<file path="src/include/sd_ctrl_defs.svh">
`ifndef SD_CTRL_DEFS_SVH
`define SD_CTRL_DEFS_SVH

// Descriptor FIFO geometry
`define RAM_MEM_WIDTH 16
`define BD_DEPTH 8

`define BLOCK_SIZE 512        // Bytes per block
`define RESET_CLK_DIV 8'd4

// Start, transmit, index, argument, CRC7, end
`define CMD_FRAME_BITS 48

`endif

</file>
<file path="src/source/sd_bd_pkg.sv">
`include "sd_ctrl_defs.svh"

package sd_bd_pkg;

  // One half of a 32-bit buffer descriptor
  typedef logic [`RAM_MEM_WIDTH-1:0] bd_half_t;

  typedef logic [3:0] bd_count_t;  // Free entries, 0 to BD_DEPTH

endpackage

</file>
<file path="src/source/sd_reg_pkg.sv">
package sd_reg_pkg;

  typedef enum logic [7:0] {
    ARGUMENT    = 8'h00,
    COMMAND     = 8'h04,
    STATUS      = 8'h08,
    CONTROLLER  = 8'h1C,
    BLOCK       = 8'h20,
    POWER       = 8'h24,
    SOFTWARE    = 8'h28,
    TIMEOUT     = 8'h2C,
    NORMAL_ISR  = 8'h30,
    ERROR_ISR   = 8'h34,
    NORMAL_ISER = 8'h38,
    ERROR_ISER  = 8'h3C,
    CAPA        = 8'h48,
    CLOCK_D     = 8'h4C,
    BD_STATUS   = 8'h50,
    BD_ISR      = 8'h54,
    BD_ISER     = 8'h58,
    BD_RX       = 8'h60,
    BD_TX       = 8'h80
  } reg_addr_t;

  localparam logic [7:0]  POWER_VALUE      = 8'h0F;    // 3.3 V
  localparam logic [15:0] CAPA_VALUE       = 16'h0000;
  localparam logic [15:0] CONTROLLER_VALUE = 16'h0000; // 1-bit bus

  localparam int STAT_BUSY         = 0;
  localparam int ISR_CMD_DONE      = 0;
  localparam int ISR_CMD_COLLISION = 0;
  localparam int BD_ISR_TX_OVF     = 0;
  localparam int BD_ISR_RX_OVF     = 1;

endpackage

</file>
<file path="src/source/sd_bd_fifo.sv">
`timescale 1ns/1ps
`include "sd_ctrl_defs.svh"

module sd_bd_fifo (
  input  logic                 wb_clk_i,
  input  logic                 wb_rst_i,
  input  logic                 push_i,
  input  sd_bd_pkg::bd_half_t  dat_i,
  input  logic                 pop_i,
  input  logic                 flush_i,
  output sd_bd_pkg::bd_half_t  dat_o,
  output logic                 valid_o,
  output sd_bd_pkg::bd_count_t free_o
);

  localparam int AW = $clog2(`BD_DEPTH);

  sd_bd_pkg::bd_half_t  mem [`BD_DEPTH];
  logic [AW-1:0]        wr_ptr;
  logic [AW-1:0]        rd_ptr;
  sd_bd_pkg::bd_count_t count;
  logic                 do_push;
  logic                 do_pop;

  assign valid_o = (count != '0);
  assign free_o  = sd_bd_pkg::bd_count_t'(`BD_DEPTH) - count;
  assign do_push = push_i & (free_o != '0);
  assign do_pop  = pop_i & valid_o;
  assign dat_o   = mem[rd_ptr];

  always_ff @(posedge wb_clk_i or posedge wb_rst_i) begin
    if (wb_rst_i) begin
      wr_ptr <= '0;
      rd_ptr <= '0;
      count  <= '0;
    end else if (flush_i) begin
      wr_ptr <= '0;
      rd_ptr <= '0;
      count  <= '0;
    end else begin
      if (do_push) wr_ptr <= wr_ptr + AW'(1);
      if (do_pop)  rd_ptr <= rd_ptr + AW'(1);
      case ({do_push, do_pop})
        2'b10:   count <= count + 4'd1;
        2'b01:   count <= count - 4'd1;
        default: ;                        // Both or neither
      endcase
    end
  end

  always_ff @(posedge wb_clk_i) begin
    if (do_push)
      mem[wr_ptr] <= dat_i;
  end

endmodule

</file>
<file path="src/source/sd_cmd_serializer.sv">
`timescale 1ns/1ps
`include "sd_ctrl_defs.svh"

module sd_cmd_serializer (
  input  logic        wb_clk_i,
  input  logic        wb_rst_i,
  input  logic        start_i,
  input  logic [5:0]  index_i,
  input  logic [31:0] argument_i,
  input  logic [7:0]  clock_divider_i,
  output logic        sd_clk_o,
  output logic        cmd_o,
  output logic        busy_o,
  output logic        done_o,
  output logic        collision_o
);

  localparam int FRAME_W = `CMD_FRAME_BITS;

  logic [7:0]         div_cnt;
  logic               div_tick;
  logic               fall_tick;
  logic               load;
  logic [5:0]         bits_left;
  logic [39:0]        head;       // Start, transmit, index, argument
  logic [FRAME_W-1:0] frame_sr;

  // x^7 + x^3 + 1, MSB first
  function automatic logic [6:0] crc7(input logic [39:0] data);
    logic [6:0] crc;
    logic       fb;
    crc = '0;
    for (int i = 39; i >= 0; i--) begin
      fb  = data[i] ^ crc[6];
      crc = {crc[5:0], 1'b0} ^ (fb ? 7'h09 : 7'h00);
    end
    return crc;
  endfunction

  assign head        = {2'b01, index_i, argument_i};
  assign load        = start_i & ~busy_o;
  assign collision_o = start_i & busy_o;
  assign div_tick    = (div_cnt >= clock_divider_i);
  assign fall_tick   = div_tick & sd_clk_o;

  always_ff @(posedge wb_clk_i or posedge wb_rst_i) begin
    if (wb_rst_i) begin
      div_cnt   <= '0;
      sd_clk_o  <= 1'b0;
      cmd_o     <= 1'b1;
      busy_o    <= 1'b0;
      done_o    <= 1'b0;
      bits_left <= '0;
    end else begin
      done_o <= 1'b0;
      if (div_tick) begin
        div_cnt  <= '0;
        sd_clk_o <= ~sd_clk_o;
      end else begin
        div_cnt <= div_cnt + 8'd1;
      end
      if (load) begin
        busy_o    <= 1'b1;
        bits_left <= 6'(FRAME_W);
      end else if (busy_o && fall_tick) begin
        if (bits_left != '0) begin
          cmd_o     <= frame_sr[FRAME_W-1];
          bits_left <= bits_left - 6'd1;
        end else begin
          busy_o <= 1'b0;          // End bit has had its full period
          done_o <= 1'b1;
        end
      end
    end
  end

  always_ff @(posedge wb_clk_i) begin
    if (load)
      frame_sr <= {head, crc7(head), 1'b1};
    else if (busy_o && fall_tick)
      frame_sr <= {frame_sr[FRAME_W-2:0], 1'b0};
  end

endmodule

</file>
<file path="src/source/sd_controller_top.sv">
`timescale 1ns/1ps

module sd_controller_top (
  input  logic                  wb_clk_i,
  input  logic                  wb_rst_i,
  input  logic [31:0]           wb_dat_i,
  output logic [31:0]           wb_dat_o,
  input  sd_reg_pkg::reg_addr_t wb_adr_i,
  input  logic [3:0]            wb_sel_i,
  input  logic                  wb_we_i,
  input  logic                  wb_cyc_i,
  input  logic                  wb_stb_i,
  output logic                  wb_ack_o,
  input  logic                  cmd_req_i,
  input  logic [15:0]           cmd_set_i,
  input  logic [31:0]           cmd_arg_i,
  output logic                  cmd_gnt_o,
  output sd_bd_pkg::bd_half_t   tx_bd_dat_o,
  output logic                  tx_bd_valid_o,
  input  logic                  tx_bd_pop_i,
  output sd_bd_pkg::bd_half_t   rx_bd_dat_o,
  output logic                  rx_bd_valid_o,
  input  logic                  rx_bd_pop_i,
  output logic                  sd_clk_o,
  output logic                  cmd_o,
  output logic                  int_o
);

  logic                 cmd_start, cmd_busy, cmd_done, cmd_collision;
  logic [31:0]          argument;
  logic [5:0]           cmd_index;
  logic [7:0]           clock_divider;
  logic [15:0]          normal_isr, error_isr, normal_isr_clr, error_isr_clr;
  logic [15:0]          normal_iser, error_iser;
  logic [7:0]           bd_isr, bd_isr_clr, bd_iser;
  logic                 tx_push, rx_push, bd_overflow_tx, bd_overflow_rx, bd_flush;
  sd_bd_pkg::bd_half_t  bd_dat;
  sd_bd_pkg::bd_count_t tx_free, rx_free;

  sd_controller_wb wb (
    .wb_clk_i, .wb_rst_i, .wb_dat_i, .wb_adr_i, .wb_sel_i, .wb_we_i, .wb_cyc_i, .wb_stb_i,
    .cmd_req_i, .cmd_set_i, .cmd_arg_i, .cmd_busy_i(cmd_busy),
    .tx_free_i(tx_free), .rx_free_i(rx_free),
    .normal_isr_i(normal_isr), .error_isr_i(error_isr), .bd_isr_i(bd_isr),
    .wb_dat_o, .wb_ack_o, .cmd_gnt_o, .cmd_start_o(cmd_start),
    .argument_o(argument), .cmd_index_o(cmd_index), .clock_divider_o(clock_divider),
    .normal_isr_clr_o(normal_isr_clr), .error_isr_clr_o(error_isr_clr),
    .bd_isr_clr_o(bd_isr_clr), .normal_iser_o(normal_iser), .error_iser_o(error_iser),
    .bd_iser_o(bd_iser), .tx_push_o(tx_push), .rx_push_o(rx_push), .bd_dat_o(bd_dat),
    .bd_overflow_tx_o(bd_overflow_tx), .bd_overflow_rx_o(bd_overflow_rx),
    .bd_flush_o(bd_flush)
  );

  sd_bd_fifo tx_bd (
    .wb_clk_i, .wb_rst_i, .push_i(tx_push), .dat_i(bd_dat), .pop_i(tx_bd_pop_i),
    .flush_i(bd_flush), .dat_o(tx_bd_dat_o), .valid_o(tx_bd_valid_o), .free_o(tx_free)
  );

  sd_bd_fifo rx_bd (
    .wb_clk_i, .wb_rst_i, .push_i(rx_push), .dat_i(bd_dat), .pop_i(rx_bd_pop_i),
    .flush_i(bd_flush), .dat_o(rx_bd_dat_o), .valid_o(rx_bd_valid_o), .free_o(rx_free)
  );

  sd_int_status isr (
    .wb_clk_i, .wb_rst_i, .cmd_done_i(cmd_done), .cmd_collision_i(cmd_collision),
    .bd_overflow_tx_i(bd_overflow_tx), .bd_overflow_rx_i(bd_overflow_rx),
    .normal_isr_clr_i(normal_isr_clr), .error_isr_clr_i(error_isr_clr),
    .bd_isr_clr_i(bd_isr_clr), .normal_iser_i(normal_iser), .error_iser_i(error_iser),
    .bd_iser_i(bd_iser), .normal_isr_o(normal_isr), .error_isr_o(error_isr),
    .bd_isr_o(bd_isr), .int_o
  );

  sd_cmd_serializer ser (
    .wb_clk_i, .wb_rst_i, .start_i(cmd_start), .index_i(cmd_index), .argument_i(argument),
    .clock_divider_i(clock_divider), .sd_clk_o, .cmd_o, .busy_o(cmd_busy),
    .done_o(cmd_done), .collision_o(cmd_collision)
  );

endmodule

</file>
<file path="src/source/sd_controller_wb.sv">
`timescale 1ns/1ps
`include "sd_ctrl_defs.svh"

module sd_controller_wb (
  input  logic                  wb_clk_i,
  input  logic                  wb_rst_i,
  input  logic [31:0]           wb_dat_i,
  input  sd_reg_pkg::reg_addr_t wb_adr_i,
  input  logic [3:0]            wb_sel_i,
  input  logic                  wb_we_i,
  input  logic                  wb_cyc_i,
  input  logic                  wb_stb_i,
  input  logic                  cmd_req_i,
  input  logic [15:0]           cmd_set_i,
  input  logic [31:0]           cmd_arg_i,
  input  logic                  cmd_busy_i,
  input  sd_bd_pkg::bd_count_t  tx_free_i,
  input  sd_bd_pkg::bd_count_t  rx_free_i,
  input  logic [15:0]           normal_isr_i,
  input  logic [15:0]           error_isr_i,
  input  logic [7:0]            bd_isr_i,
  output logic [31:0]           wb_dat_o,
  output logic                  wb_ack_o,
  output logic                  cmd_gnt_o,
  output logic                  cmd_start_o,
  output logic [31:0]           argument_o,
  output logic [5:0]            cmd_index_o,
  output logic [7:0]            clock_divider_o,
  output logic [15:0]           normal_isr_clr_o,
  output logic [15:0]           error_isr_clr_o,
  output logic [7:0]            bd_isr_clr_o,
  output logic [15:0]           normal_iser_o,
  output logic [15:0]           error_iser_o,
  output logic [7:0]            bd_iser_o,
  output logic                  tx_push_o,
  output logic                  rx_push_o,
  output sd_bd_pkg::bd_half_t   bd_dat_o,
  output logic                  bd_overflow_tx_o,
  output logic                  bd_overflow_rx_o,
  output logic                  bd_flush_o
);

  logic        bus_access;
  logic        reg_wr;        // Write, before ack
  logic        bd_wr_tx;
  logic        bd_wr_rx;
  logic [1:0]  bd_step;
  logic        bd_room;       // Two free entries seen on edge 1
  logic        bd_push;
  logic        req_take;
  logic [31:0] wr_mask;
  logic [31:0] rd_data;
  logic [31:0] wr_data;
  logic [15:0] cmd_setting_reg;
  logic [7:0]  software_reg;
  logic [15:0] timeout_reg;

  assign bus_access = wb_cyc_i & wb_stb_i;
  assign reg_wr     = bus_access & wb_we_i & ~wb_ack_o;
  assign bd_wr_tx   = reg_wr & (wb_adr_i == sd_reg_pkg::BD_TX);
  assign bd_wr_rx   = reg_wr & (wb_adr_i == sd_reg_pkg::BD_RX);
  assign req_take   = ~bus_access & cmd_req_i & ~cmd_gnt_o;
  assign wr_mask    = {{8{wb_sel_i[3]}}, {8{wb_sel_i[2]}}, {8{wb_sel_i[1]}}, {8{wb_sel_i[0]}}};
  assign wr_data    = (rd_data & ~wr_mask) | (wb_dat_i & wr_mask);

  // Low half on step 1, high half on step 2
  assign bd_push          = bd_room & (bd_step == 2'd1 || bd_step == 2'd2);
  assign tx_push_o        = bd_wr_tx & bd_push;
  assign rx_push_o        = bd_wr_rx & bd_push;
  assign bd_dat_o         = (bd_step == 2'd1) ? wb_dat_i[15:0] : wb_dat_i[31:16];
  assign bd_overflow_tx_o = bd_wr_tx & ~bd_room & (bd_step == 2'd1);
  assign bd_overflow_rx_o = bd_wr_rx & ~bd_room & (bd_step == 2'd1);

  assign normal_isr_clr_o = (reg_wr && wb_adr_i == sd_reg_pkg::NORMAL_ISR) ? wb_dat_i[15:0] : '0;
  assign error_isr_clr_o  = (reg_wr && wb_adr_i == sd_reg_pkg::ERROR_ISR) ? wb_dat_i[15:0] : '0;
  assign bd_isr_clr_o     = (reg_wr && wb_adr_i == sd_reg_pkg::BD_ISR) ? wb_dat_i[7:0] : '0;

  assign cmd_index_o = cmd_setting_reg[13:8];

  always_comb begin
    rd_data = '0;
    case (wb_adr_i)
      sd_reg_pkg::ARGUMENT:    rd_data = argument_o;
      sd_reg_pkg::COMMAND:     rd_data = {16'b0, cmd_setting_reg};
      sd_reg_pkg::STATUS:      rd_data[sd_reg_pkg::STAT_BUSY] = cmd_busy_i;
      sd_reg_pkg::CONTROLLER:  rd_data = {16'b0, sd_reg_pkg::CONTROLLER_VALUE};
      sd_reg_pkg::BLOCK:       rd_data = 32'(`BLOCK_SIZE);
      sd_reg_pkg::POWER:       rd_data = {24'b0, sd_reg_pkg::POWER_VALUE};
      sd_reg_pkg::SOFTWARE:    rd_data = {24'b0, software_reg};
      sd_reg_pkg::TIMEOUT:     rd_data = {16'b0, timeout_reg};
      sd_reg_pkg::NORMAL_ISR:  rd_data = {16'b0, normal_isr_i};
      sd_reg_pkg::ERROR_ISR:   rd_data = {16'b0, error_isr_i};
      sd_reg_pkg::NORMAL_ISER: rd_data = {16'b0, normal_iser_o};
      sd_reg_pkg::ERROR_ISER:  rd_data = {16'b0, error_iser_o};
      sd_reg_pkg::CAPA:        rd_data = {16'b0, sd_reg_pkg::CAPA_VALUE};
      sd_reg_pkg::CLOCK_D:     rd_data = {24'b0, clock_divider_o};
      sd_reg_pkg::BD_STATUS:   rd_data = {20'b0, rx_free_i, 4'b0, tx_free_i};
      sd_reg_pkg::BD_ISR:      rd_data = {24'b0, bd_isr_i};
      sd_reg_pkg::BD_ISER:     rd_data = {24'b0, bd_iser_o};
      default:                 rd_data = '0;
    endcase
  end

  always_ff @(posedge wb_clk_i or posedge wb_rst_i) begin
    if (wb_rst_i) begin
      wb_ack_o        <= 1'b0;
      cmd_gnt_o       <= 1'b0;
      cmd_start_o     <= 1'b0;
      bd_flush_o      <= 1'b0;
      bd_step         <= 2'd0;
      bd_room         <= 1'b0;
      argument_o      <= '0;
      cmd_setting_reg <= '0;
      software_reg    <= '0;
      timeout_reg     <= '0;
      normal_iser_o   <= '0;
      error_iser_o    <= '0;
      bd_iser_o       <= '0;
      clock_divider_o <= `RESET_CLK_DIV;
    end else begin
      // Descriptor writes ack on step 3, all else at once
      wb_ack_o    <= bus_access & ~wb_ack_o & (~(bd_wr_tx | bd_wr_rx) | bd_step == 2'd3);
      cmd_gnt_o   <= req_take;
      cmd_start_o <= req_take | (reg_wr & wb_adr_i == sd_reg_pkg::ARGUMENT);
      bd_flush_o  <= reg_wr & (wb_adr_i == sd_reg_pkg::SOFTWARE) & wr_data[0];
      if (bd_wr_tx | bd_wr_rx) begin
        bd_step <= bd_step + 2'd1;
        if (bd_step == 2'd0)
          bd_room <= ((bd_wr_tx ? tx_free_i : rx_free_i) >= 4'd2);
      end
      if (req_take) begin
        cmd_setting_reg <= cmd_set_i;
        argument_o      <= cmd_arg_i;
      end
      if (reg_wr) begin
        case (wb_adr_i)
          sd_reg_pkg::ARGUMENT:    argument_o      <= wr_data;
          sd_reg_pkg::COMMAND:     cmd_setting_reg <= wr_data[15:0];
          sd_reg_pkg::SOFTWARE:    software_reg    <= wr_data[7:0];
          sd_reg_pkg::TIMEOUT:     timeout_reg     <= wr_data[15:0];
          sd_reg_pkg::NORMAL_ISER: normal_iser_o   <= wr_data[15:0];
          sd_reg_pkg::ERROR_ISER:  error_iser_o    <= wr_data[15:0];
          sd_reg_pkg::BD_ISER:     bd_iser_o       <= wr_data[7:0];
          sd_reg_pkg::CLOCK_D:     clock_divider_o <= wr_data[7:0];
          default: ;
        endcase
      end
    end
  end

  // Read data lands with the ack
  always_ff @(posedge wb_clk_i) begin
    if (bus_access & ~wb_ack_o)
      wb_dat_o <= rd_data;
  end

endmodule

</file>
<file path="src/source/sd_int_status.sv">
`timescale 1ns/1ps

module sd_int_status (
  input  logic        wb_clk_i,
  input  logic        wb_rst_i,
  input  logic        cmd_done_i,
  input  logic        cmd_collision_i,
  input  logic        bd_overflow_tx_i,
  input  logic        bd_overflow_rx_i,
  input  logic [15:0] normal_isr_clr_i,
  input  logic [15:0] error_isr_clr_i,
  input  logic [7:0]  bd_isr_clr_i,
  input  logic [15:0] normal_iser_i,
  input  logic [15:0] error_iser_i,
  input  logic [7:0]  bd_iser_i,
  output logic [15:0] normal_isr_o,
  output logic [15:0] error_isr_o,
  output logic [7:0]  bd_isr_o,
  output logic        int_o
);

  logic [15:0] normal_set;
  logic [15:0] error_set;
  logic [7:0]  bd_set;

  always_comb begin
    normal_set = '0;
    error_set  = '0;
    bd_set     = '0;
    normal_set[sd_reg_pkg::ISR_CMD_DONE]     = cmd_done_i;
    error_set[sd_reg_pkg::ISR_CMD_COLLISION] = cmd_collision_i;
    bd_set[sd_reg_pkg::BD_ISR_TX_OVF]        = bd_overflow_tx_i;
    bd_set[sd_reg_pkg::BD_ISR_RX_OVF]        = bd_overflow_rx_i;
  end

  always_ff @(posedge wb_clk_i or posedge wb_rst_i) begin
    if (wb_rst_i) begin
      normal_isr_o <= '0;
      error_isr_o  <= '0;
      bd_isr_o     <= '0;
      int_o        <= 1'b0;
    end else begin
      // New events beat a clear in the same cycle
      normal_isr_o <= (normal_isr_o & ~normal_isr_clr_i) | normal_set;
      error_isr_o  <= (error_isr_o & ~error_isr_clr_i) | error_set;
      bd_isr_o     <= (bd_isr_o & ~bd_isr_clr_i) | bd_set;
      int_o        <= (|(normal_isr_o & normal_iser_i)) | (|(error_isr_o & error_iser_i)) |
                      (|(bd_isr_o & bd_iser_i));
    end
  end

endmodule

</file>
<file path="config.mk">
export PLATFORM = sky130hd
export DESIGN_NAME = sd_controller_top
export DESIGN_NICKNAME = d
export VERILOG_FILES = /design/src/source/sd_bd_pkg.sv /design/src/source/sd_reg_pkg.sv /design/src/source/sd_bd_fifo.sv /design/src/source/sd_cmd_serializer.sv /design/src/source/sd_controller_top.sv /design/src/source/sd_controller_wb.sv /design/src/source/sd_int_status.sv
export VERILOG_INCLUDE_DIRS = /design/src /design/src/include
export SDC_FILE = /design/constraint.sdc
export NUM_CORES = 1
export LEC_CHECK = 0
export BUFFER_PORTS_ARGS = -buffer_cell sky130_fd_sc_hd__buf_2
export CAP_MARGIN = 30
export CORE_ASPECT_RATIO = 1.4
export CORE_MARGIN = 2
export CORE_UTILIZATION = 57
export DETAILED_ROUTE_END_ITERATION = 8
export PLACE_DENSITY = 0.75
export SLEW_MARGIN = 20
export SYNTH_ARGS = -nofsm -noshare
export SYNTH_HDL_FRONTEND = slang
export SYNTH_SLANG_ARGS = --single-unit
</file>
<file path="constraint.sdc">
create_clock -name wb_clk_i -period 14.6 [get_ports wb_clk_i]
set_clock_uncertainty 0.2 [all_clocks]
set_input_delay 1.46 -clock wb_clk_i [delete_from_list [all_inputs] [get_ports wb_clk_i]]
set_output_delay 1.46 -clock wb_clk_i [all_outputs]
set_load 0.02 [all_outputs]
</file>
==> flow_summary.json <==
{
  "ios": 171,
  "top_regs": "rx_bd.mem: 128 flops, tx_bd.mem: 128 flops, ser.frame_sr: 48 flops",
  "power.density_nw_per_um2": 170,
  "cts_made_buffers": 49,
  "fp.coreArea_um2": 41300,
  "wl_per_cell_um": 27.3,
  "finalNetCount": 2028,
  "drcViolationCount": 0,
  "total_power_uw": 4610,
  "grt_use_met3_pct": 5.82,
  "avgSynthCellArea_um2": 13.7,
  "cts_buffer_depth": 3,
  "grt_use_total_pct": 31.2,
  "yosys_warnings": 0,
  "yosys_most_used_dff": "edfxtp_1",
  "ys_ff_latch": 542,
  "min_to": "ser.frame_sr[46]",
  "final_antenna_net_count": 0,
  "synth_cells": 1745,
  "setup_violations": 0,
  "setup_ws_ns": 9.71,
  "global_route.usage.met2_pct": 50.9,
  "finalWirelength_um": 67600,
  "leakage_uw": 0.0104,
  "cts-resized-gates": 0,
  "fmax_ghz": 0.205,
  "cap_viol_max_count": 0,
  "cp_data_required_time_ns": 14.83,
  "initial_core_util_pct": 57.8,
  "vdd_ir_drop_max_uv": 147,
  "cts-htree-levels": 2,
  "die_y_um": 246,
  "grt_pass1_wl_um": 99200,
  "endpoint_kind": "register",
  "drtPass1Iterations": 7,
  "post-cts-setup-buffers": 0,
  "grt_max_degree": 78,
  "met1_usage_pct": 39.4,
  "area_growth_pct": 13.4,
  "critical_path_class": "in2reg",
  "dpl_worst_slack_ns": 9.20,
  "synth_cell_types": 60,
  "cts_num_sinks": 542,
  "antenna_found_initial": 1,
  "timing.rr.start": "wb.wb_ack_o",
  "synth_edf_count": 333,
  "status": "completed",
  "period_minus_slack_ns": 4.89,
  "drt-vias-per-instance": 6.46,
  "grt_pass1_vias": 15700,
  "hold_start": "ser.frame_sr[45]",
  "dp_hpwl_um": 47500,
  "hold_depth": 2,
  "r2r_setup_slack_ns": 10.55,
  "num_rows": 88,
  "numPortBuffers": 170,
  "drtIter0Drc": 1750,
  "clock_latency_ns": 0.57,
  "ff2ff_path_depth": 15,
  "cp.arrival_ns": 5.11,
  "rsz0062_at_grt": "no",
  "setup_tns_ns": 0,
  "clock-root-buffer": "clkbuf_16",
  "async_flop_share_pct": 38.0,
  "max_slew_margin_pct": 34.3,
  "top_usage_layer": "met2",
  "die_w_um": 177,
  "synth_seq_area_share_pct": 63.7,
  "r2r_end": "rx_bd.count[3]",
  "final_util_pct": 65.6,
  "slew_violations": 0,
  "cts_tree": "built",
  "startpoint_type": "primary input",
  "hold_viol": 0,
  "worst_pin_slew_ns": 0.958,
  "cts_hold_buffers": 0,
  "syn-cell-area_um2": 23900,
  "gp_congestion": 1.06,
  "worstPathMaxFanout": 13,
  "synth_nets": 1871,
  "gr-total-overflow": 0,
  "vias": 16000,
  "drive_gt1_share_pct": 24.2,
  "die_area_um2": 43600,
  "period_share_pct": 33.5,
  "clkSlewWorstSetupHoldPaths_ns": 0.06,
  "hold_class": "reg2reg"
}
## cells in the final DEF, fill, tap and decap left out, types with 16 or more instances in the layout
master / n
edfxtp_1: 333
dfrtp_1: 202
nand2_1: 198
buf_2: 170
nor2_1: 112
mux2_2: 92
o21ai_0: 77
xnor2_1: 69
mux4_2: 66
clkbuf_16: 51
a22o_1: 50
a22oi_1: 42
a21oi_1: 36
a21boi_0: 36
buf_4: 27
xor2_1: 25
ha_1: 24
mux2i_1: 22
inv_1: 22
and3_1: 21
nand3_1: 19
o22ai_1: 18
a31oi_1: 18
clkbuf_1: 16
## cells by family after synthesis
group           after synthesis  synth area share (%)
xor+xnor                     97                  3.65
flops                       542                  63.7
buf+inv                     121                  1.96
fa+ha+maj                    26                  1.43
compound gates              339                  9.57
mux                         181                  11.5
simple gates                439                  8.14
## critical path, stage by stage
cell and delay (ns):
buf_2 0.10, nor2_1 0.73, nand2_2 0.34, nor2_1 0.23
nand3b_1 0.17, or3_1 0.65, nand2_1 0.19, inv_1 0.09
ha_1 0.29, a21o_1 0.18, a21oi_1 0.22, nand3_1 0.14
o31ai_2 0.11, xnor2_1 0.14, nor2_1 0.05
## synth_stat cells (all sizes together), types with 18 or more instances
cell type | number | area [µm²]
a21boi | 36 | 270
a21oi | 37 | 185
a22o | 50 | 438
a22oi | 42 | 315
a31oi | 18 | 113
and3 | 21 | 131
buf | 24 | 104
clkbuf | 73 | 274
dfrtp | 204 | 5100
edfxtp | 333 | 10000
ha | 24 | 300
inv | 24 | 90.1
mux2 | 92 | 1040
mux2i | 23 | 230
mux4 | 66 | 1490
nand2 | 199 | 749
nand3 | 19 | 95.1
nor2 | 112 | 420
nor3 | 22 | 110
o21ai | 90 | 450
o22ai | 18 | 113
xnor2 | 72 | 653
xor2 | 25 | 219
## how the worst max path moves through the flow
stage / startpoint / endpoint / slack (ns) / cells after the start
after floorplan: wb_rst_i / isr.bd_isr_o[0] / 7.32 / 1
after global placement: wb_adr_i[1] / tx_bd.mem[6][15] / 9.15 / 8
after detailed placement: wb_adr_i[1] / tx_bd.mem[1][10] / 9.20 / 8
after CTS: wb_adr_i[1] / tx_bd.mem[1][15] / 9.81 / 8
after global routing: wb_adr_i[1] / tx_bd.mem[1][8] / 9.37 / 8
final: wb_adr_i[1] / rx_bd.count[3] / 9.71 / 15
## power breakdown
part | leakage (µW) | internal (µW) | switching (µW)
Sequential | 0.00579 | 1800 | 185
Clock | 0.000786 | 726 | 556
Combinational | 0.00385 | 645 | 697
## per-stage QoR
step                hold slack [ns]  cell area (µm²)  cells
floorplan                     0.204            23900   1745
global placement              0.243            25300   2384
detailed placement            0.255            25400   2387
CTS                           0.271            27000   2477
global route                  0.299            27100   2481
finish                        0.267            27100   2482
## cell type report
| type | count | area [µm²] |
|---|---|---|
| Fill cell | 2997 | 14200 |
| Multi-Input combinational cell | 1082 | 8320 |
| Antenna cell | 1 | 2.50 |
| Inverter | 24 | 97.6 |
| Timing Repair Buffer | 203 | 1160 |
| Clock inverter | 17 | 173 |
| Tap cell | 540 | 676 |
| Clock buffer | 73 | 1420 |
| Sequential cell | 542 | 15200 |
## metal layers
layer | wire length, µm | up-vias
li1 | - | 6827
met1 | 24500 | 7978
met2 | 32600 | 979
met3 | 5930 | 237
met4 | 4650 | 2
met5 | 13 | -
Note: power is estimated with default switching activity, not from simulation.
